===== config.mk =====
export PLATFORM = sky130hd
export DESIGN_NAME = header_capture
export DESIGN_NICKNAME = d
export VERILOG_FILES = /design/src/common/cart_pkg.sv /design/src/mapper/header_capture.sv
export SDC_FILE = /design/constraint.sdc
export NUM_CORES = 1
export LEC_CHECK = 0
export BUFFER_PORTS_ARGS = -buffer_cell sky130_fd_sc_hd__buf_4
export CAP_MARGIN = 10
export CORE_MARGIN = 2
export CORE_UTILIZATION = 47
export CTS_BUF_LIST = sky130_fd_sc_hd__clkbuf_2 sky130_fd_sc_hd__clkbuf_4 sky130_fd_sc_hd__clkbuf_8
export DETAILED_ROUTE_END_ITERATION = 8
export GPL_ROUTABILITY_DRIVEN = 1
export GPL_TIMING_DRIVEN = 0
export PLACE_DENSITY = 0.88
export SYNTH_ARGS = -nofsm -noshare
export SYNTH_HDL_FRONTEND = slang
export SYNTH_SLANG_ARGS = --single-unit

===== constraint.sdc =====
create_clock -name clk4 -period 3.2 [get_ports clk4]
set_input_delay 0.32 -clock clk4 [delete_from_list [all_inputs] [get_ports clk4]]
set_output_delay 0.32 -clock clk4 [all_outputs]
set_load 0.01 [all_outputs]

===== src/common/cart_pkg.sv =====
// shared definitions for the cartridge side
// header word locations, MBC1 constants, store address layout
// packed structs for cpu bus, download words, header and store requests

`default_nettype none

package cart_pkg;

	// --------------------
	// header locations
	// --------------------

	// store is 16 bit wide so byte $147 sits in word $a3 (low byte)
	localparam logic [23:0] HDR_TYPE_WORD = 24'h0000a3;
	// $148 rom size in the high byte, $149 ram size in the low byte
	localparam logic [23:0] HDR_SIZE_WORD = 24'h0000a4;

	// --------------------
	// MBC1 constants
	// --------------------

	// low nibble written to 0x0000-0x1fff that opens cart ram
	localparam logic [3:0] RAM_ENABLE_KEY = 4'ha;
	// mbc1, mbc1+ram, mbc1+ram+battery
	localparam logic [7:0] MBC1_TYPE_MIN = 8'd1;
	localparam logic [7:0] MBC1_TYPE_MAX = 8'd3;

	// bank field bit that moves an access into the ram half of the store
	localparam int RAM_BANK_BIT = 8;
	// word bits inside one 8k bank
	localparam int BANK_WORD_W = 12;

	// --------------------
	// bundles
	// --------------------

	// one cpu access on the cartridge bus
	typedef struct packed {
		logic [15:0] addr;
		logic [7:0]  wdata;
		logic        rd;
		logic        wr;
	} cart_bus_t;

	// one word from the rom loader
	typedef struct packed {
		logic [23:0] addr;
		logic [15:0] data;
		logic        wr;
	} dl_write_t;

	// header fields captured while loading
	typedef struct packed {
		logic [7:0] mbc_type;
		logic [7:0] rom_size;
		logic [7:0] ram_size;
	} hdr_t;

	// store request, be[1] is the high (even) byte
	typedef struct packed {
		logic [23:0] addr;
		logic [15:0] data;
		logic [1:0]  be;
		logic        we;
		logic        oe;
	} mem_req_t;

endpackage

`default_nettype wire


===== src/mapper/header_capture.sv =====
// header field capture during rom download
// latches mapper type, rom size and ram size codes

`default_nettype none

module header_capture (
	input  logic                clk4,
	input  logic                reset,
	input  logic                dl_active,
	input  cart_pkg::dl_write_t dl,
	output cart_pkg::hdr_t      hdr
);
	import cart_pkg::*;

	// only loader writes inside a download count
	logic dl_wr;

	assign dl_wr = dl_active && dl.wr;

	always_ff @(posedge clk4) begin
		if (reset) begin
			hdr <= '0;
		end else if (dl_wr) begin
			// type byte $147 is odd, so low half of its word
			if (dl.addr == HDR_TYPE_WORD) begin
				hdr.mbc_type <= dl.data[7:0];
			end
			// $148 even -> high half, $149 odd -> low half
			if (dl.addr == HDR_SIZE_WORD) begin
				hdr.rom_size <= dl.data[15:8];
				hdr.ram_size <= dl.data[7:0];
			end
		end
	end

	// mapper setup stays frozen between downloads
	hdr_frozen_a: assert property (
		@(posedge clk4) disable iff (reset)
		!dl_active |=> $stable(hdr)
	);

endmodule

`default_nettype wire


==> flow_summary.ini <==
[run_status]
status = finished, final reports clean

[sta]
clock_skew_ns = 0
finalMaxSlewViolations = 0
finalCritPeriodShare_pct = 45.7
period_needed_ns = 1.46
rsz0062_at_grt = false
setup_tns_ns = 0
setup_slack_ns = 1.74
hold_viol = 0
slew_headroom_pct = 71.1
fmax_mhz = 684
worst_pin_slew_ns = 0.434
setup_viol = 0

[floorplanning]
core_mm2 = 0.00221
die-area_mm2 = 0.00272
rows = 17
die_y_um = 52.2
initial_core_util_pct = 49.3
ioPinCount = 68
die_w_um = 52.2

[placement]
placedInstanceArea_mm2 = 0.00163
numPortBuffers = 67
gp_congestion = 0.757
dp_hpwl_um = 2580
place_ws_ns = 1.39

[final_layout]
fillers = 164
largest_register_ffs = 24
nets = 238
regMostFlops = hdr
drive_above_1_share_pct = 44.0
area_delta_synth_final_pct = 54.1
diodes = 0
area.sequential_um2 = 480
design_area_mm2 = 0.00168
multi_input_comb_area_um2 = 526
reg.largest.list = hdr x24

[clocking]
clk-insertion-delay-late_ns = 0.32
postCtsSetupBuffers = 0
cts_resized = 0
numCtsBuffers = 3
cts_tree = built
cts_hold_buf = 0
htreeDepth = 1
clk_pin_slew_ns = 0.13
cts-root-buf = clkbuf_4
clockBufferDepth = 2
clock_sinks = 24

[grt]
grt_max_degree = 15
grt_usage_pct = 26.8
grt_pass1_wl_um = 5510
grt_remaining_overflow = 0
antenna_found_initial = 0
grt_pass1_vias = 1314

[logic_synthesis]
synth.avg_cell_area_um2 = 8.94
yosysMostFrequentCell = nand4_1
syn_area_mm2 = 0.00109
yosysWarnings = 0
synth_common_cells = nand4_1 (25), a21oi_1 (24), dfxtp_1 (24)
synth_edf_count = 0
synth.top_cells.by_area = dfxtp_1 (44%), nand4_1 (14%), a21oi_1 (11%), o21ai_0 (11%), buf_6 (3.1%)
synth_nets = 166
ys_types = 18
synth_cells = 122
synthArstFlopShare_pct = 0
yosys.area.top_type = dfxtp_1
synth_top_cell_area_share_pct = 44.0
dominantRegCellSynth = dfxtp_1
ys_seq_area_share_pct = 44.0
ys_ff_latch = 24

[critical_path]
critPathKind = in2reg
cp_slowest_cell = nor3b_4
crit_chain = buf_4, nor3b_4, nand3_1, clkbuf_1, o21ai_0, a21oi_1
path_buf_inv = 2
worstPathRequired_ns = 3.40
cp_top_family = simple AND/OR/NAND/NOR gates
startpoint_type = primary input
end_kind = register
cp_slowest_stage_delay_ns = 0.34
worstPathMaxFanout = 10
worstPathArrival_ns = 1.67

[route]
top_layer_used = met4
ant_nets = 0
wl_per_cell_um = 15.8
vias = 1293
wl_um = 3490
wl_met1_um = 1320
drtIter0Drc = 33
wl_met2_um = 1890
post-route-drc-count = 0
first_pass_iters = 4
wl_met3_um = 267
avgViaCountPerCell = 5.85

[power]
ir_drop_mv = 0.208
p_per_area_mw_per_mm2 = 347
p_leak_nw = 0.687

[worst_hold_path]
hp-class = in2reg

[flow_run]
max-cap-violations = 0
==> worst register-to-register path, cell delays in order, from the launching register on <==
cell and delay, ns:
dfxtp_1 0.38, o21ai_0 0.11, a21oi_1 0.15
==> path summary, 6_finish.rpt <==
kind / start / to / slack [ns] / cells past startpoint
worst max register to register: hdr[15] / hdr[15] / 2.50 / 2
worst max-delay path: dl[18] / hdr[10] / 1.74 / 6
worst min-delay path: reset / hdr[7] / 0.20 / 2
worst min register to register: hdr[8] / hdr[8] / 0.49 / 2
==> cell families after synthesis <==
kind of cell / Yosys count / synth area share [%]
compound gates: 48 / 22.0
simple gates: 37 / 26.1
flops: 24 / 44.0
buf+inv: 13 / 7.80
==> routing by layer <==
| metal | GRT usage (%) | vias to the layer above |
|---|---|---|
| met2 | 50.0 | 68 |
| met5 | 0 | - |
| met3 | 4.86 | 2 |
| met4 | 10.3 | 0 |
| met1 | 29.8 | 612 |
| li1 | - | 611 |
==> layout make-up <==
class                   count  share of cell area (%)
flip-flops and latches     24                    28.6
clock inverters             1                    1.79
well taps                  28                    2.08
plain buffers              13                    5.06
repair buffers             67                    29.9
clock buffers               3                    1.34
multi-input cells          85                    31.3
==> power breakdown <==
group	leakage [nW]	switching (mW)	total, mW	internal (mW)
clock network	0.0279	0.0964	0.223	0.127
logic	0.466	0.0229	0.0615	0.0387
registers	0.193	0.00000000352	0.299	0.299
total	0.687	0.119	0.583	0.464
==> cell usage in the layout (no fill, tap or decap) <==
cell,count
buf_4,70
nand4_1,25
a21oi_1,24
dfxtp_1,24
o21ai_0,23
clkbuf_1,5
buf_6,3
clkbuf_4,3
and4bb_2,2
nor4_2,2
buf_2,2
nand3_1,2
nor3_1,1
nor4_4,1
and3b_1,1
and4_1,1
and2_1,1
nor3b_4,1
o21ai_1,1
bufinv_16,1
==> stage by stage <==
step,utilization (%),power (mW),cells,hold WS (ns)
after global placement,73.6,0.364,217,0.458
final,76.0,0.583,221,0.196
after floorplan,-,0.317,122,0.389
after global routing,76.0,0.597,221,0.184
after CTS,76.0,0.583,221,0.191
after detailed placement,73.6,0.366,217,0.465
No activity file was read; power rests on OpenSTA's default activity.
