$ cat src/common/cart_pkg.sv
// shared definitions for the cartridge side
// header word locations, MBC1 constants, store address layout
// packed structs for cpu bus, download words, header and store requests

`default_nettype none

package cart_pkg;

	// --------------------
	// header locations
	// --------------------

	// store is 16 bit wide so byte $147 sits in word $a3 (low byte)
	localparam logic [23:0] HDR_TYPE_WORD = 24'h0000a3;
	// $148 rom size in the high byte, $149 ram size in the low byte
	localparam logic [23:0] HDR_SIZE_WORD = 24'h0000a4;

	// --------------------
	// MBC1 constants
	// --------------------

	// low nibble written to 0x0000-0x1fff that opens cart ram
	localparam logic [3:0] RAM_ENABLE_KEY = 4'ha;
	// mbc1, mbc1+ram, mbc1+ram+battery
	localparam logic [7:0] MBC1_TYPE_MIN = 8'd1;
	localparam logic [7:0] MBC1_TYPE_MAX = 8'd3;

	// bank field bit that moves an access into the ram half of the store
	localparam int RAM_BANK_BIT = 8;
	// word bits inside one 8k bank
	localparam int BANK_WORD_W = 12;

	// --------------------
	// bundles
	// --------------------

	// one cpu access on the cartridge bus
	typedef struct packed {
		logic [15:0] addr;
		logic [7:0]  wdata;
		logic        rd;
		logic        wr;
	} cart_bus_t;

	// one word from the rom loader
	typedef struct packed {
		logic [23:0] addr;
		logic [15:0] data;
		logic        wr;
	} dl_write_t;

	// header fields captured while loading
	typedef struct packed {
		logic [7:0] mbc_type;
		logic [7:0] rom_size;
		logic [7:0] ram_size;
	} hdr_t;

	// store request, be[1] is the high (even) byte
	typedef struct packed {
		logic [23:0] addr;
		logic [15:0] data;
		logic [1:0]  be;
		logic        we;
		logic        oe;
	} mem_req_t;

endpackage

`default_nettype wire

$ cat src/mapper/mbc1_regs.sv
// MBC1 control registers
// ram enable, rom bank, ram bank and banking mode
// written by the cpu through the 0x0000-0x7fff control window

`default_nettype none

module mbc1_regs (
	input  logic                clk4,
	input  logic                reset,
	input  cart_pkg::cart_bus_t cart,
	output logic [4:0]          rom_bank_reg,
	output logic [1:0]          ram_bank_reg,
	output logic                mode,
	output logic                ram_enable
);
	import cart_pkg::*;

	// 8k region of the write, only the low four matter
	logic [2:0] region;

	assign region = cart.addr[15:13];

	always_ff @(posedge clk4) begin
		if (reset) begin
			rom_bank_reg <= 5'd1;
			ram_bank_reg <= 2'd0;
			ram_enable   <= 1'b0;
			mode         <= 1'b0;
		end else if (cart.wr) begin
			case (region)
				// any value other than the key closes the ram
				3'b000: ram_enable <= (cart.wdata[3:0] == RAM_ENABLE_KEY);
				// bank 0 can not be selected here, hardware turns it into 1
				3'b001: begin
					if (cart.wdata[4:0] == 5'd0) begin
						rom_bank_reg <= 5'd1;
					end else begin
						rom_bank_reg <= cart.wdata[4:0];
					end
				end
				// ram bank or upper rom bits, depending on mode
				3'b010: ram_bank_reg <= cart.wdata[1:0];
				// 0 = 16/8 mode, 1 = 4/32 mode
				3'b011: mode <= cart.wdata[0];
				// writes elsewhere go to rom or cart ram
				default: ;
			endcase
		end
	end

	// switchable window must never show bank 0
	rom_bank_nonzero_a: assert property (
		@(posedge clk4) disable iff (reset)
		rom_bank_reg != 5'd0
	);

endmodule

`default_nettype wire

$ cat config.mk
export PLATFORM = sky130hd
export DESIGN_NAME = mbc1_regs
export DESIGN_NICKNAME = d
export VERILOG_FILES = /design/src/common/cart_pkg.sv /design/src/mapper/mbc1_regs.sv
export SDC_FILE = /design/constraint.sdc
export NUM_CORES = 1
export LEC_CHECK = 0
export ABC_CLOCK_PERIOD_IN_PS = 2100
export BUFFER_PORTS_ARGS = -buffer_cell sky130_fd_sc_hd__buf_2
export CORE_AREA = 4 4 41 43
export CTS_BUF_LIST = sky130_fd_sc_hd__clkbuf_4
export DETAILED_ROUTE_END_ITERATION = 10
export DIE_AREA = 0 0 45 47
export HOLD_SLACK_MARGIN = 0.06
export PLACE_DENSITY = 0.68
export SETUP_SLACK_MARGIN = 0.15
export SYNTH_ARGS = -nofsm -noshare
export SYNTH_HDL_FRONTEND = slang
export SYNTH_SLANG_ARGS = --single-unit
$ cat constraint.sdc
create_clock -name clk4 -period 2.1 [get_ports clk4]
set_input_delay 0.21 -clock clk4 [delete_from_list [all_inputs] [get_ports clk4]]
set_output_delay 0.21 -clock clk4 [all_outputs]
set_load 0.005 [all_outputs]
==> run_results.csv <==
group,metric,value,unit
status,status,"complete, no violations",
drt,vias,336,
clock_network,clock_path_buffers,2,
worst_setup_path,crit_family,"simple AND/OR/NAND/NOR gates",
worst_setup_path,arrival,1.11,ns
clock_network,clk_latency,0.25,ns
timing,fmax,1035,MHz
synth,async_flop_share,0,%
clock_network,cts-hold-fix-buffers,0,
floorplan,ios,37,
synth,avgSynthCellArea,11.47,sq um
worst_setup_path,crit_slowest_cell,"and4bb_1",
clock_network,cts_buffers,3,
synth,synth.most_common_cell,"dfxtp_1",
placement,dpl.hpwl,645.5,um
grt,grt_overflow,0,
floorplan,die_h,47,um
synth,synth-seq-cells,9,
clock_network,clock_sinks,9,
timing,finalCriticalPeriod,0.9661,ns
drt,vias_per_cell,4.667,
synth,syn_area,412.9,sq um
clock_network,cts_resized,0,
drt,drc_errors,0,
worst_setup_path,critPathMaxStageDelay,0.46,ns
synth,postSynthCellCount,36,
synth,syn-num-nets,64,
drt,drtIter0Drc,0,
timing,final_max_slew_viol_count,0,
synth,seq_area_frac_synth,43.64,%
floorplan,start_util,31.73,%
timing,rsz0062_at_grt,"false",
pwr,p_leak,0.0002380,uW
synth,synthTopCellsByArea,"dfxtp_1 44%, mux2i_1 19%, nor2_1 7.3%",
final_layout,largest_reg_flops,5,
drt,wirelength,815,um
job,drv_cap,0,
timing,finalSetupViolations,0,
synth,yosys.area.top_type_share,43.64,%
floorplan,die_area,2115,sq um
synth,yosys-top-cells-count,"9 x dfxtp_1, 8 x mux2i_1, 8 x nor2_1",
clock_network,htreeDepth,1,
grt,grt_pass1_wl,1.352,mm
final_layout,area_growth,29.39,%
grt,grt_max_degree,11,
worst_setup_path,crit_path_cell_trace,"buf_2 -> and4bb_1 -> nor4b_4 -> nor2_2",
final_layout,n_antenna_cell,0,
synth,ys.flop_type,"dfxtp_1",
timing,min_period_over_period,46.00,%
clock_network,post_cts_buffers,0,
synth,yosys_warnings,0,
floorplan,row_count,13,
placement,place_congestion,0.6153,
worst_setup_path,cp_num_buf_inv,1,
pwr,pwr_density_cell,658.3,nW/um^2
clock_network,clk_pin_slew,0.06,ns
synth,synth-edff-count,0,
worst_setup_path,critPathLaunchType,"input pin",
clock_network,cts-root-buf,"clkbuf_4",
floorplan,core,1301,sq um
placement,dp.cells,68,
final_layout,num-fill-cells,138,
synth,yosysUniqueCellTypes,12,
timing,fin_setup_tns,0,ns
floorplan,die_w,45,um
timing,whs,0.2197,ns
grt,grt_pass1_vias,334,
timing,clock_skew,0,ns
pwr,peakVddDrop,290.1,uV
worst_setup_path,critPathMaxFanout,6,
worst_setup_path,cp-end-kind,"flop",
final_layout,final_nets,86,
drt,avgRoutedWirePerCell,11.32,um
hold_path,hold_class,"input pin to flop",
final_layout,drive_above_1_share,45.61,%
timing,maxSlewHeadroom,67.03,%
placement,pre_cts_ws,0.8623,ns
timing,layout_setup_ws,1.134,ns
drt,first_pass_iters,1,
grt,grt_antenna_before_repair,0,
clock_network,cts_tree,"built",
worst_setup_path,crit_type,"input pin to flop",
worst_setup_path,critPathRequiredTime,2.24,ns
final_layout,fin_cells,72,
drt,ant_nets,0,
timing,finalHoldViolations,0,
timing,tightestPinTransition,0.4901,ns
grt,grtUsageTotal,9.278,%
synth,synth_area_leader_cell,"dfxtp_1",
placement,port_buffers,19,
==> where the power goes <==
part	switching (uW)	total, uW	internal [uW]
combinational	17.7	35.0	17.4
sequential	1.47	176	174
clock	55.3	141	85.8
total	74.4	352	277
==> path summary, 6_finish.rpt <==
check                  start               to  slack (ns)  depth (start not counted)
max                 cart[25]  rom_bank_reg[0]        1.13                          4
min                  cart[6]  rom_bank_reg[4]        0.22                          3
max reg2reg  rom_bank_reg[0]  rom_bank_reg[0]        1.42                          2
min reg2reg  rom_bank_reg[0]  rom_bank_reg[0]        0.48                          2
==> per-stage QoR <==
step / power (uW) / utilization [%] / cell area [sq um]
5_1_grt: 375.4 / 41.06 / 534.3
2_1_floorplan: 197.6 / - / 412.9
3_3_place_gp: 214.2 / 38.75 / 504.2
4_1_cts: 358.7 / 41.06 / 534.3
3_5_place_dp: 214.8 / 38.75 / 504.2
6_report: 351.7 / 41.06 / 534.3
==> worst min-delay path: cells and delay by family <==
kind / cells / cell delay [ns]
muxes: 1 / 0.06
and+or+nand+nor: 1 / 0.07
buffers and inverters: 1 / 0.09
==> metal layers <==
metal  GRT usage, %  share of wire [%]  vias up
met1          11.72                 47      150
li1               -                  -      170
met2          12.43                 43       14
met5              0                  0        -
met4          8.772                1.1        0
met3          2.682                8.3        2
==> logic make-up after synthesis <==
family / count (synthesis) / synth area share, %
buf+inv: 2 / 5.454
mux: 8 / 19.39
flops: 9 / 43.64
simple gates: 17 / 31.51
==> placed cells by master (no fill, tap or decap) <==
master    netlist  final
buf_2           0     19
nor2_1          8      8
nand4b_1        1      1
and4bb_1        2      2
nor4bb_1        1      1
nor4_1          1      1
nor2_2          1      1
mux2i_1         8      8
dfxtp_1         9      9
nor4b_4         1      1
nor3_1          1      1
clkbuf_4        0      4
nor4b_2         1      1
==> layout make-up <==
class | count | area, sq um | share of cell area, %
Timing Repair Buffer | 19 | 95.09 | 17.80
Clock buffer | 4 | 30.03 | 5.621
Multi-Input combinational cell | 25 | 210.2 | 39.34
Sequential cell | 9 | 180.2 | 33.72
Tap cell | 15 | 18.77 | 3.513
Note: power is estimated with default switching activity, not from simulation.
