## src/common/cart_pkg.sv

```systemverilog
// shared definitions for the cartridge side
// header word locations, MBC1 constants, store address layout
// packed structs for cpu bus, download words, header and store requests

`default_nettype none

package cart_pkg;

	// --------------------
	// header locations
	// --------------------

	// store is 16 bit wide so byte $147 sits in word $a3 (low byte)
	localparam logic [23:0] HDR_TYPE_WORD = 24'h0000a3;
	// $148 rom size in the high byte, $149 ram size in the low byte
	localparam logic [23:0] HDR_SIZE_WORD = 24'h0000a4;

	// --------------------
	// MBC1 constants
	// --------------------

	// low nibble written to 0x0000-0x1fff that opens cart ram
	localparam logic [3:0] RAM_ENABLE_KEY = 4'ha;
	// mbc1, mbc1+ram, mbc1+ram+battery
	localparam logic [7:0] MBC1_TYPE_MIN = 8'd1;
	localparam logic [7:0] MBC1_TYPE_MAX = 8'd3;

	// bank field bit that moves an access into the ram half of the store
	localparam int RAM_BANK_BIT = 8;
	// word bits inside one 8k bank
	localparam int BANK_WORD_W = 12;

	// --------------------
	// bundles
	// --------------------

	// one cpu access on the cartridge bus
	typedef struct packed {
		logic [15:0] addr;
		logic [7:0]  wdata;
		logic        rd;
		logic        wr;
	} cart_bus_t;

	// one word from the rom loader
	typedef struct packed {
		logic [23:0] addr;
		logic [15:0] data;
		logic        wr;
	} dl_write_t;

	// header fields captured while loading
	typedef struct packed {
		logic [7:0] mbc_type;
		logic [7:0] rom_size;
		logic [7:0] ram_size;
	} hdr_t;

	// store request, be[1] is the high (even) byte
	typedef struct packed {
		logic [23:0] addr;
		logic [15:0] data;
		logic [1:0]  be;
		logic        we;
		logic        oe;
	} mem_req_t;

endpackage

`default_nettype wire

```

## src/design/mem_arbiter.sv

```systemverilog
// store arbiter between rom download and cartridge path
// download wins while active, cart read byte is picked one cycle later

`default_nettype none

module mem_arbiter (
	input  logic                clk4,
	input  logic                reset,
	input  logic                dl_active,
	input  cart_pkg::dl_write_t dl,
	input  cart_pkg::mem_req_t  cart_req,
	output cart_pkg::mem_req_t  mem_req,
	input  logic [15:0]         rd_word,
	output logic [7:0]          cart_do
);

	// low byte select of the read in flight
	logic odd_sel;

	// --------------------
	// request mux
	// --------------------

	always_comb begin
		if (dl_active) begin
			// loader always writes whole words, cart accesses are dropped
			mem_req.addr = dl.addr;
			mem_req.data = dl.data;
			mem_req.be   = 2'b11;
			mem_req.we   = dl.wr;
			mem_req.oe   = 1'b0;
		end else begin
			mem_req = cart_req;
		end
	end

	// --------------------
	// read byte select
	// --------------------

	// store word lands next cycle, so the select follows it
	always_ff @(posedge clk4) begin
		if (reset) begin
			odd_sel <= 1'b0;
		end else if (!dl_active && cart_req.oe) begin
			odd_sel <= cart_req.be[0];
		end
	end

	// rd_word and odd_sel only move on cart reads, so cart_do holds in download
	assign cart_do = odd_sel ? rd_word[7:0] : rd_word[15:8];

	// store port has no read-during-write case
	we_oe_excl_a: assert property (
		@(posedge clk4) disable iff (reset)
		!(mem_req.we && mem_req.oe)
	);

endmodule

`default_nettype wire

```

## config.mk

```make
export PLATFORM = sky130hd
export DESIGN_NAME = mem_arbiter
export DESIGN_NICKNAME = d
export VERILOG_FILES = /design/src/common/cart_pkg.sv /design/src/design/mem_arbiter.sv
export SDC_FILE = /design/constraint.sdc
export NUM_CORES = 1
export LEC_CHECK = 0
export BUFFER_PORTS_ARGS = -buffer_cell sky130_fd_sc_hd__buf_4
export CORE_MARGIN = 3
export CORE_UTILIZATION = 27
export DETAILED_ROUTE_END_ITERATION = 7
export HOLD_SLACK_MARGIN = 0.06
export PLACE_DENSITY = 0.92
export SYNTH_ARGS = -nofsm -noshare
export SYNTH_HDL_FRONTEND = slang
export SYNTH_SLANG_ARGS = --single-unit
```

## constraint.sdc

```tcl
create_clock -name clk4 -period 1.34 [get_ports clk4]
set_clock_uncertainty 0.15 [all_clocks]
set_input_delay 0.201 -clock clk4 [delete_from_list [all_inputs] [get_ports clk4]]
set_output_delay 0.201 -clock clk4 [all_outputs]
set_load 0.02 [all_outputs]
```

==> impl_metrics.env <==
export IMPL_viasPerCell=4.385
export IMPL_synth_seq_area_share_pct=2.343
export IMPL_synth_largest_area_cell="mux2_4"
export IMPL_hold_viol_final=0
export IMPL_fin_tns_setup_ns=0
export IMPL_core_rowCount=19
export IMPL_p_int_mw=0.5543
export IMPL_final_seq_area_sq_um=23.77
export IMPL_power_switching_mw=0.3284
export IMPL_first_pass_iters=4
export IMPL_setup_viol=0
export IMPL_p_per_area_mw_per_mm2=421.7
export IMPL_path_class="flip-flop to output port"
export IMPL_die_w_microns=62.26
export IMPL_num_io_pins=156
export IMPL_place_gp_congestion=0.8297
export IMPL_final_util_pct=72.77
export IMPL_setup_worst_path_end_class="output port"
export IMPL_crit_fanout=4
export IMPL_antenna_found_initial=0
export IMPL_yosysWarnings=0
export IMPL_synthesis_nets=166
export IMPL_insertedDiodeCount=0
export IMPL_ir_worst_vdd_v=0.0002258
export IMPL_period_share_pct=98.15
export IMPL_ctsHoldBuffers=0
export IMPL_p_total_mw=0.8827
export IMPL_drive_above_1_share_pct=98.62
export IMPL_ant_nets=0
export IMPL_syn_to_final_growth_pct=144.9
export IMPL_finalCriticalPeriod_ns=1.315
export IMPL_dieHeight_microns=62.26
export IMPL_drc=0
export IMPL_drtIter0Drc=19
export IMPL_largest_reg_flops=1
export IMPL_fill_cells=216
export IMPL_fin_hold_ws_ns=0.3195
export IMPL_yosysUniqueCellTypes=11
export IMPL_grt_usage_pct=19.28
export IMPL_max_cap_violations=0
export IMPL_num_vias=1140
export IMPL_rsz0062_at_grt="false"
export IMPL_clock_fmax_mhz=760.4
export IMPL_postSynthAreaPerCell_sq_um=13.78
export IMPL_coreArea_sq_mm=0.002877
export IMPL_fin_nets=324
export IMPL_grt_pass1_vias=1319
export IMPL_synthMuxAreaShare_pct=81.26
export IMPL_seq_power_share_pct=3.8
export IMPL_max_slew_worst_pin_slew_ns=0.1221
export IMPL_ys_ff_latch=1
export IMPL_synth_xor_area_share_pct=0
export IMPL_synth_compound_area_share_pct=0.5857
export IMPL_p_sw_share_pct=37.20
export IMPL_synthCells=62
export IMPL_drt_total_wl_microns=4119
export IMPL_relSlewSlack_pct=91.86
export IMPL_io_buffers=155
export IMPL_synth_adder_area_share_pct=0
export IMPL_power_leakage_nw=1.179
export IMPL_synthTopCellsByArea="mux2_4 67%, mux2_2 14%, buf_12 9.4%, dfxtp_1 2.3%, or2_2 1.5%"
export IMPL_critical_path_required_ns=0.99
export IMPL_clk_pin_slew_ns=0
export IMPL_synth_top_area_share_pct=66.76
export IMPL_p_clk_share_pct=0
export IMPL_slew_violations=0
export IMPL_regMostFlops="odd_sel"
export IMPL_multi_input_area_sq_um=742.0
export IMPL_place_area_sq_mm=0.002057
export IMPL_largestRegisters="odd_sel x1"
export IMPL_worstHoldPathType="primary input to flip-flop"
export IMPL_critical_path_arrival_ns=0.96
export IMPL_grt_overflow=0
export IMPL_p_comb_share_pct=96.2
export IMPL_clk_latency_ns=0
export IMPL_grt_pass1_wl_microns=6154
export IMPL_outcome="finished, final reports clean"
export IMPL_synth_top_family_by_area="multiplexers"
export IMPL_dpl_hpwl_microns=3773
export IMPL_synth_simple_gate_area_share_pct=4.539
export IMPL_design_area_sq_mm=0.002093
export IMPL_wire_per_inst_microns=15.84
export IMPL_initial_core_util_pct=29.71
export IMPL_dieArea_sq_mm=0.003876
export IMPL_synth_area_sq_um=854.6
export IMPL_worstSetupStartpointType="flip-flop"
export IMPL_post_cts_setup_buffers=0
export IMPL_grt_max_degree=16
path summary, 6_finish.rpt:
kind	start	endpoint	slack (ns)	cells after the start
max	odd_sel	cart_do[4]	0.02	3
min	reset	odd_sel	0.32	3
max reg2reg	odd_sel	odd_sel	0.46	3
min reg2reg	odd_sel	odd_sel	0.50	3
Yosys cell counts (all sizes together):
master	number
dfxtp	1
or2	2
mux2	49
and2b	1
nand2b	1
buf	6
nand4bb	1
o21ai	1
timing repair:
item | in CTS | in global routing
setup endpoints to repair | 4 | 4
endpoints found under the hold margin | 0 | 0
cloned | 0 | 1
gates resized for setup | 1 | 3
kinds of logic after synthesis:
| logic type | count (synthesis) |
|---|---|
| buffers and inverters | 6 |
| AOI/OAI and AO/OA | 1 |
| muxes | 49 |
| and+or+nand+nor | 5 |
| DFF | 1 |
worst max-delay path, stage by stage (launching register included):
cell       delay [ns]
dfxtp_4          0.35
clkbuf_16        0.14
mux2_2           0.32
buf_4            0.16
power groups by stage:
stage,registers (mW),logic (mW),clock network [mW]
final,0.0334,0.849,0
after floorplan,0.0320,0.419,0
after CTS,0.0331,0.850,0
after global placement,0.0330,0.832,0
after global routing,0.0336,0.896,0
after detailed placement,0.0331,0.848,0
layout make-up:
| class | count | area share [%] |
|---|---|---|
| Tap cell | 42 | 2.510 |
| Sequential cell | 1 | 1.136 |
| Timing Repair Buffer | 162 | 60.91 |
| Multi-Input combinational cell | 55 | 35.45 |
cells in the final DEF, fill, tap and decap left out, drive strengths merged:
cell type	count
nand2b	1
buf	161
and2b	1
o21ai	1
nand4bb	1
dfxtp	1
mux2	49
clkbuf	1
or2	2
metrics by stage:
step,std cells,worst slack (ns)
5_1_grt,260,0.001478
4_1_cts,259,0.02088
3_5_place_dp,259,-0.009272
3_3_place_gp,259,0.009281
6_report,260,0.02485
2_1_floorplan,62,0.1255
metal layers:
| layer | wire length, microns | vias up | GRT usage, % |
|---|---|---|---|
| li1 | - | 548 | - |
| met1 | 1351 | 504 | 18.02 |
| met2 | 2283 | 86 | 41.94 |
| met3 | 456 | 2 | 5.405 |
| met4 | 27 | 0 | 1.102 |
| met5 | 0 | - | 0 |
Power figures use the tool's default switching activity.
