## config.mk

```make
export PLATFORM = sky130hd
export DESIGN_NAME = bank_map
export DESIGN_NICKNAME = d
export VERILOG_FILES = /design/src/common/cart_pkg.sv /design/src/mapper/bank_map.sv
export SDC_FILE = /design/constraint.sdc
export NUM_CORES = 1
export LEC_CHECK = 0
export BUFFER_PORTS_ARGS = -buffer_cell sky130_fd_sc_hd__buf_4
export CORE_UTILIZATION = 27
export DETAILED_ROUTE_END_ITERATION = 8
export PLACE_DENSITY = 0.84
export SETUP_SLACK_MARGIN = 0.5
export SYNTH_ARGS = -nofsm -noshare
export SYNTH_HDL_FRONTEND = slang
export SYNTH_SLANG_ARGS = --single-unit
```

## constraint.sdc

```tcl
create_clock -name vclk -period 1.9
set_input_delay 0.19 -clock vclk [all_inputs]
set_output_delay 0.19 -clock vclk [all_outputs]
set_load 0.02 [all_outputs]
```

## src/common/cart_pkg.sv

```systemverilog
// shared definitions for the cartridge side
// header word locations, MBC1 constants, store address layout
// packed structs for cpu bus, download words, header and store requests

`default_nettype none

package cart_pkg;

	// --------------------
	// header locations
	// --------------------

	// store is 16 bit wide so byte $147 sits in word $a3 (low byte)
	localparam logic [23:0] HDR_TYPE_WORD = 24'h0000a3;
	// $148 rom size in the high byte, $149 ram size in the low byte
	localparam logic [23:0] HDR_SIZE_WORD = 24'h0000a4;

	// --------------------
	// MBC1 constants
	// --------------------

	// low nibble written to 0x0000-0x1fff that opens cart ram
	localparam logic [3:0] RAM_ENABLE_KEY = 4'ha;
	// mbc1, mbc1+ram, mbc1+ram+battery
	localparam logic [7:0] MBC1_TYPE_MIN = 8'd1;
	localparam logic [7:0] MBC1_TYPE_MAX = 8'd3;

	// bank field bit that moves an access into the ram half of the store
	localparam int RAM_BANK_BIT = 8;
	// word bits inside one 8k bank
	localparam int BANK_WORD_W = 12;

	// --------------------
	// bundles
	// --------------------

	// one cpu access on the cartridge bus
	typedef struct packed {
		logic [15:0] addr;
		logic [7:0]  wdata;
		logic        rd;
		logic        wr;
	} cart_bus_t;

	// one word from the rom loader
	typedef struct packed {
		logic [23:0] addr;
		logic [15:0] data;
		logic        wr;
	} dl_write_t;

	// header fields captured while loading
	typedef struct packed {
		logic [7:0] mbc_type;
		logic [7:0] rom_size;
		logic [7:0] ram_size;
	} hdr_t;

	// store request, be[1] is the high (even) byte
	typedef struct packed {
		logic [23:0] addr;
		logic [15:0] data;
		logic [1:0]  be;
		logic        we;
		logic        oe;
	} mem_req_t;

endpackage

`default_nettype wire

```

## src/mapper/bank_map.sv

```systemverilog
// cpu address to store word address mapping
// rom/ram size masks, mapper select, bank field, ram write gating

`default_nettype none

module bank_map (
	input  cart_pkg::cart_bus_t cart,
	input  cart_pkg::hdr_t      hdr,
	input  logic                force_mbc1,
	input  logic [4:0]          rom_bank_reg,
	input  logic [1:0]          ram_bank_reg,
	input  logic                mode,
	input  logic                ram_enable,
	output cart_pkg::mem_req_t  cart_req
);
	import cart_pkg::*;

	logic       mbc1;
	logic [6:0] rom_mask;
	logic [1:0] ram_mask;
	logic [6:0] rom_bank;
	logic [1:0] ram_bank;
	logic       ram_region;
	logic [8:0] bank;

	// mapper select
	assign mbc1 = force_mbc1 ||
		(hdr.mbc_type >= MBC1_TYPE_MIN && hdr.mbc_type <= MBC1_TYPE_MAX);

	// --------------------
	// size masks
	// --------------------

	// banks above the rom size wrap around, so small roms mirror
	always_comb begin
		case (hdr.rom_size)
			8'h01:   rom_mask = 7'h03;
			8'h02:   rom_mask = 7'h07;
			8'h03:   rom_mask = 7'h0f;
			8'h04:   rom_mask = 7'h1f;
			8'h05:   rom_mask = 7'h3f;
			8'h06:   rom_mask = 7'h7f;
			// 72 and 80 bank parts
			8'h52:   rom_mask = 7'h47;
			8'h53:   rom_mask = 7'h4f;
			// 96 banks, also code 0 (unused by 32k linear carts)
			default: rom_mask = 7'h5f;
		endcase
	end

	// 32k ram gets four banks, smaller sizes only one
	assign ram_mask = (hdr.ram_size >= 8'd3) ? 2'b11 : 2'b00;

	// --------------------
	// bank field
	// --------------------

	// mode 0: ram bank reg supplies rom bits 6:5
	assign rom_bank = {mode ? 2'b00 : ram_bank_reg, rom_bank_reg} & rom_mask;
	// mode 1: ram bank reg banks the ram
	assign ram_bank = (mode ? ram_bank_reg : 2'b00) & ram_mask;
	assign ram_region = (cart.addr[15:13] == 3'b101);

	always_comb begin
		bank = '0;
		if (!mbc1) begin
			// plain 32k cart
			bank[1:0] = cart.addr[14:13];
		end else if (cart.addr[15:14] == 2'b00) begin
			bank[0] = cart.addr[13];
		end else if (cart.addr[15:14] == 2'b01) begin
			bank = {1'b0, rom_bank, cart.addr[13]};
		end else if (ram_region) begin
			bank[RAM_BANK_BIT] = 1'b1;
			bank[1:0]          = ram_bank;
		end
	end

	// even byte in the high half of the word
	always_comb begin
		cart_req.addr = {3'b000, bank, cart.addr[BANK_WORD_W:1]};
		cart_req.data = {cart.wdata, cart.wdata};
		cart_req.be   = {~cart.addr[0], cart.addr[0]};
		cart_req.we   = cart.wr && mbc1 && ram_enable && ram_region;
		cart_req.oe   = cart.rd;
	end

endmodule

`default_nettype wire

```

==> results of run 1 <==
-- timing repair --
item,CTS,global route
buffers inserted,2,1
gates resized for setup,8,13
pin swaps,3,4
cloned,0,0
hold buffers,0,0
endpoints found under the setup margin,10,10
-- cells in the final DEF (no fill, tap or decap), types with 3 or more instances in the layout --
cell type / count
sky130_fd_sc_hd__buf_4: 44
sky130_fd_sc_hd__buf_6: 13
sky130_fd_sc_hd__inv_1: 4
sky130_fd_sc_hd__nand2_1: 3
sky130_fd_sc_hd__nand2b_1: 3
sky130_fd_sc_hd__conb_1: 3
-- metrics by stage --
stage | power (uW) | util, % | cells | setup TNS [ns] | worst slack (ns)
finish | 171.4 | 46.11 | 132 | -0.2713 | -0.09871
global route | 183.1 | 46.11 | 132 | -0.6912 | -0.1524
CTS | 156.6 | 42.60 | 131 | -0.1992 | -0.06244
detailed placement | 148.4 | 40.31 | 129 | -0.4963 | -0.1164
global placement | 145.0 | 40.31 | 129 | -0.3119 | -0.08497
floorplan | 150.7 | - | 82 | 0 | 0.05161
-- where the power goes --
| part | switching (uW) | total (uW) | internal, uW |
|---|---|---|---|
| clock | 0 | 0 | 0 |
| combinational | 72.8 | 171 | 98.7 |
| sequential | 0 | 0 | 0 |
-- logic make-up (layout without fill, tap and decap cells) --
kind of cell | Yosys count | in the layout | share of synthesized area (%)
buf+inv | 38 | 61 | 47.65
xor+xnor | 2 | 2 | 3.133
other cells | 1 | 3 | 0.6705
compound gates | 13 | 13 | 19.47
simple gates | 26 | 26 | 29.08
-- synthesized netlist by cell type, types with 2 or more instances --
| master | n |
|---|---|
| sky130_fd_sc_hd__a21oi_1 | 2 |
| sky130_fd_sc_hd__a31oi_1 | 3 |
| sky130_fd_sc_hd__buf_4 | 33 |
| sky130_fd_sc_hd__inv_1 | 4 |
| sky130_fd_sc_hd__nand2_1 | 3 |
| sky130_fd_sc_hd__nand2b_1 | 3 |
| sky130_fd_sc_hd__nor2_1 | 4 |
| sky130_fd_sc_hd__nor3_1 | 3 |
| sky130_fd_sc_hd__nor4_1 | 2 |
| sky130_fd_sc_hd__o21ai_0 | 2 |
| sky130_fd_sc_hd__o41ai_1 | 2 |
| sky130_fd_sc_hd__xnor2_1 | 2 |
-- cell type report --
cell class         count  area (um2)
inverters              4       15.01
repair buffers        57       476.7
multi-input cells     44       379.1
well taps             27       33.78
fillers              219        1057
-- routing by layer --
metal | routed length (um) | GRT usage, % | vias to the layer above
met5 | 0 | 0 | -
met4 | 42 | 4.000 | 0
met3 | 215 | 3.019 | 12
met2 | 949 | 30.96 | 45
met1 | 541 | 12.89 | 269
li1 | - | - | 295
-- path summary, 6_finish.rpt --
kind,from,to,slack (ns),cells past startpoint
hold / removal,cart[9],cart_req[11],0.38,0
setup / recovery,hdr[18],cart_req[33],-0.1,6
==> results.cfg, run 1 <==
[run_status]
run_status = complete, but fails checks
violations = negative setup slack

[floorplanning]
fp.dieH_um = 47.51
row_count = 16
die-area_mm2 = 0.002257
core_area_mm2 = 0.001962
ios = 104
initial_core_util_pct = 28.51
die_w_um = 47.51

[timing]
min_period_ns = 1.999
relSlewSlack_pct = 60.18
worst_margin_pin_slew_ns = 0.5895
hold_slack_ns = 0.3800
timing.final.setup_violations = 5
fin_ws_ns = -0.09871
fmax_mhz = 500.3
setup_repair_after_global_routing_missed_its_margin = yes
final-max-slew-violation-count = 0
report.final.hold_viol_count = 0
final_clock_period_utilization_by_the_worst_path_pct = 105.2

[cells_and_area]
design_area_um2 = 904.6
seq_area_um2 = 0
syn2layout_area_growth_pct = 61.75
nClkBuffers = 0
n_sequential_cell = 0
finish.net_count = 167
diodes = 0
drive_gt1_share_pct = 65.71

[setup_path]
critPathMaxFanout = 4
worst-endpoint-arrival_ns = 1.81
timing.critical_path.buf_inv = 2
critical_path.startpoint_type = input port
setup.worst_path.class = in -> out
worstPathCellList = buf_6 > or4_4 > o41ai_4 > and4b_2 > a41o_1 > buf_6
timing.critical_path.mode_cell = sky130_fd_sc_hd__buf_6
critPathMaxStageDelay_ns = 0.54
endpoint_kind = primary output
kind_of_cell_adding_the_most_delay_to_the_critical_path = simple AND/OR/NAND/NOR gates
worst_ep_required_time_ns = 1.71
worst_path_max_delay_cell = sky130_fd_sc_hd__or4_4

[job]
drv_cap = 0

[route]
final_antenna_net_count = 0
route.vias.total = 621
routedWlPerCell_um = 13.24
dr.first_iter.drc_count = 12
detailedRoute.firstPassIterationCount = 4
wl_um = 1748
drc = 0
post_drt_via_cell_ratio = 4.705

[yosys]
synth_sequential_area_ratio_pct = 0
synthesis.instances = 80
synthesis.area_um2 = 559.3
syn-mean-instance-area_um2 = 6.991
yosys.area.top_type = sky130_fd_sc_hd__buf_4
area_fraction_of_the_dominant_cell_type_after_synthesis_pct = 44.30
synthDistinctLibCells = 29
yosysWarnings = 0
biggest_area_contributors_in_the_synthesized_netlist = sky130_fd_sc_hd__buf_4 44%, sky130_fd_sc_hd__o41ai_4 4.9%, sky130_fd_sc_hd__a31oi_1 3.4%

[place]
dp_hpwl_um = 1371
port_buffers = 51
placed_cell_area_um2 = 790.8
place.gp.congestion = 0.7134

[global_routing]
first_global_vias = 600
antenna_found_initial = 0
largest_net_degree_at_the_start_of_global_routing = 9
total_overflow_reported_by_the_global_router = 0
grt_first_pass_wirelength_um = 2352
globalRouteTotalUtil_pct = 14.36

[pwr]
leakage_uw = 0.0004249
peakVddDrop_mv = 0.1058
power.density_cell_area_mw_per_mm2 = 189.5

[hold_path]
worstHoldPathType = in -> out
Note: power is estimated with default switching activity, not from simulation.
==> run 2, diff against run 1 <==
Settings changed: RECOVER_POWER set to 50.
Clock period 1.9 ns to 2.27 ns, I/O delays scaled along.
==> results.cfg, run 2 (same netlist as run 1, synthesis figures left out) <==
[run_status]
run_status = finished clean

[place]
dp_cells = 127
place.gp.congestion = 0.6737
dp_slack_ns = 0.1964
dp_hpwl_um = 1301
port_buffers = 51

[route]
detailedRoute.firstPassIterationCount = 4
wl_um = 1619
dr.first_iter.drc_count = 10
drc = 0
final_antenna_net_count = 0
routedWlPerCell_um = 12.36
post_drt_via_cell_ratio = 4.679
route.vias.total = 613

[timing]
setup_repair_after_global_routing_missed_its_margin = yes
timing.final.setup_violations = 0
min_period_ns = 2.003
setup_total_negative_slack_ns = 0
worst_margin_pin_slew_ns = 0.5344
final_clock_period_utilization_by_the_worst_path_pct = 88.22
fmax_mhz = 499.3
final-max-slew-violation-count = 0
relSlewSlack_pct = 63.90
report.final.hold_viol_count = 0
fin_ws_ns = 0.2673
hold_slack_ns = 0.4540

[cells_and_area]
diodes = 0
finalNonFillerCells = 131
finish.net_count = 166
nClkBuffers = 0
drive_gt1_share_pct = 64.42
most_used_cells_in_the_layout_excluding_fill_and_tap_cells = 46 x sky130_fd_sc_hd__buf_4, 10 x sky130_fd_sc_hd__buf_6, 4 x sky130_fd_sc_hd__inv_1
layout.cells.most_common = sky130_fd_sc_hd__buf_4
n_sequential_cell = 0
syn2layout_area_growth_pct = 55.70
seq_area_um2 = 0

[pwr]
power.share.sequential_pct = 0
leakage_uw = 0.0004153
power.density_cell_area_mw_per_mm2 = 155.7
pwr-share-clk_pct = 0
switching_power_uw = 57.33
combPwrFrac_pct = 100.0
switch_share_pct = 42.30
peakVddDrop_mv = 0.07883
cellInternalPower_uw = 78.22
post-layout-total-power_uw = 135.5

[global_routing]
largest_net_degree_at_the_start_of_global_routing = 9
total_overflow_reported_by_the_global_router = 0
globalRouteTotalUtil_pct = 13.36
antenna_found_initial = 0
grt_first_pass_wirelength_um = 2221
first_global_vias = 580

[setup_path]
critical_path.startpoint_type = input port
worst_ep_required_time_ns = 2.04
critPathMaxFanout = 5
endpoint_kind = primary output
setup.worst_path.class = in -> out
worst-endpoint-arrival_ns = 1.78

[floorplanning]
initial_core_util_pct = 28.51
die-area_mm2 = 0.002257
ios = 104
die_w_um = 47.51
core_area_mm2 = 0.001962
fp.dieH_um = 47.51
row_count = 16

[hold_path]
worstHoldPathType = in -> out

[job]
drv_cap = 0
-- run 2: changes by cell type in the layout (fill, tap and decap cells not counted) --
cell / change
sky130_fd_sc_hd__buf_6: -3
sky130_fd_sc_hd__a31oi_4: -1
sky130_fd_sc_hd__a31oi_1: +1
sky130_fd_sc_hd__buf_4: +2
-- run 2: what timing repair did --
| action | in CTS | in global routing |
|---|---|---|
| pin swaps | 3 | 4 |
| gates resized for setup | 10 | 7 |
| hold buffers | 0 | 0 |
| endpoints found under the setup margin | 9 | 9 |
| cloned | 0 | 0 |
| setup buffers | 2 | 2 |
-- run 2: worst max-delay path, cell delays in order --
cell and delay (ns):
sky130_fd_sc_hd__buf_6 0.09, sky130_fd_sc_hd__or4_4 0.53, sky130_fd_sc_hd__o41ai_4 0.20, sky130_fd_sc_hd__buf_4 0.19
sky130_fd_sc_hd__and4b_2 0.24, sky130_fd_sc_hd__a41o_1 0.18, sky130_fd_sc_hd__buf_6 0.11
-- run 2: worst paths after layout --
path	startpoint	end	depth (start not counted)
max	hdr[18]	cart_req[33]	7
min	cart[9]	cart_req[11]	0
-- run 2: layout make-up --
class	instances	area, um2
repair buffers	56	457.9
well taps	27	33.78
inverters	4	15.01
multi-input cells	44	364.1
fillers	215	1091
-- run 2: power groups by stage --
stage                     clock network [uW]  registers (uW)  logic, uW
after global placement                     0               0        118
final                                      0               0        136
after detailed placement                   0               0        121
after floorplan                            0               0        126
after CTS                                  0               0        129
after global routing                       0               0        145
-- run 2: stage by stage --
| stage | utilization, % | instance area, um2 |
|---|---|---|
| after floorplan | - | 600.6 |
| after global placement | 39.41 | 773.2 |
| after detailed placement | 39.41 | 773.2 |
| after CTS | 42.28 | 829.5 |
| after global routing | 44.39 | 870.8 |
| final | 44.39 | 870.8 |
-- run 2: per-layer routing --
| metal | GRT usage (%) | up-vias | share of wire (%) |
|---|---|---|---|
| met3 | 1.887 | 10 | 12 |
| met2 | 26.30 | 43 | 51 |
| met5 | 0 | - | 0 |
| met4 | 6.286 | 0 | 2.7 |
| met1 | 13.56 | 266 | 34 |
| li1 | - | 294 | - |
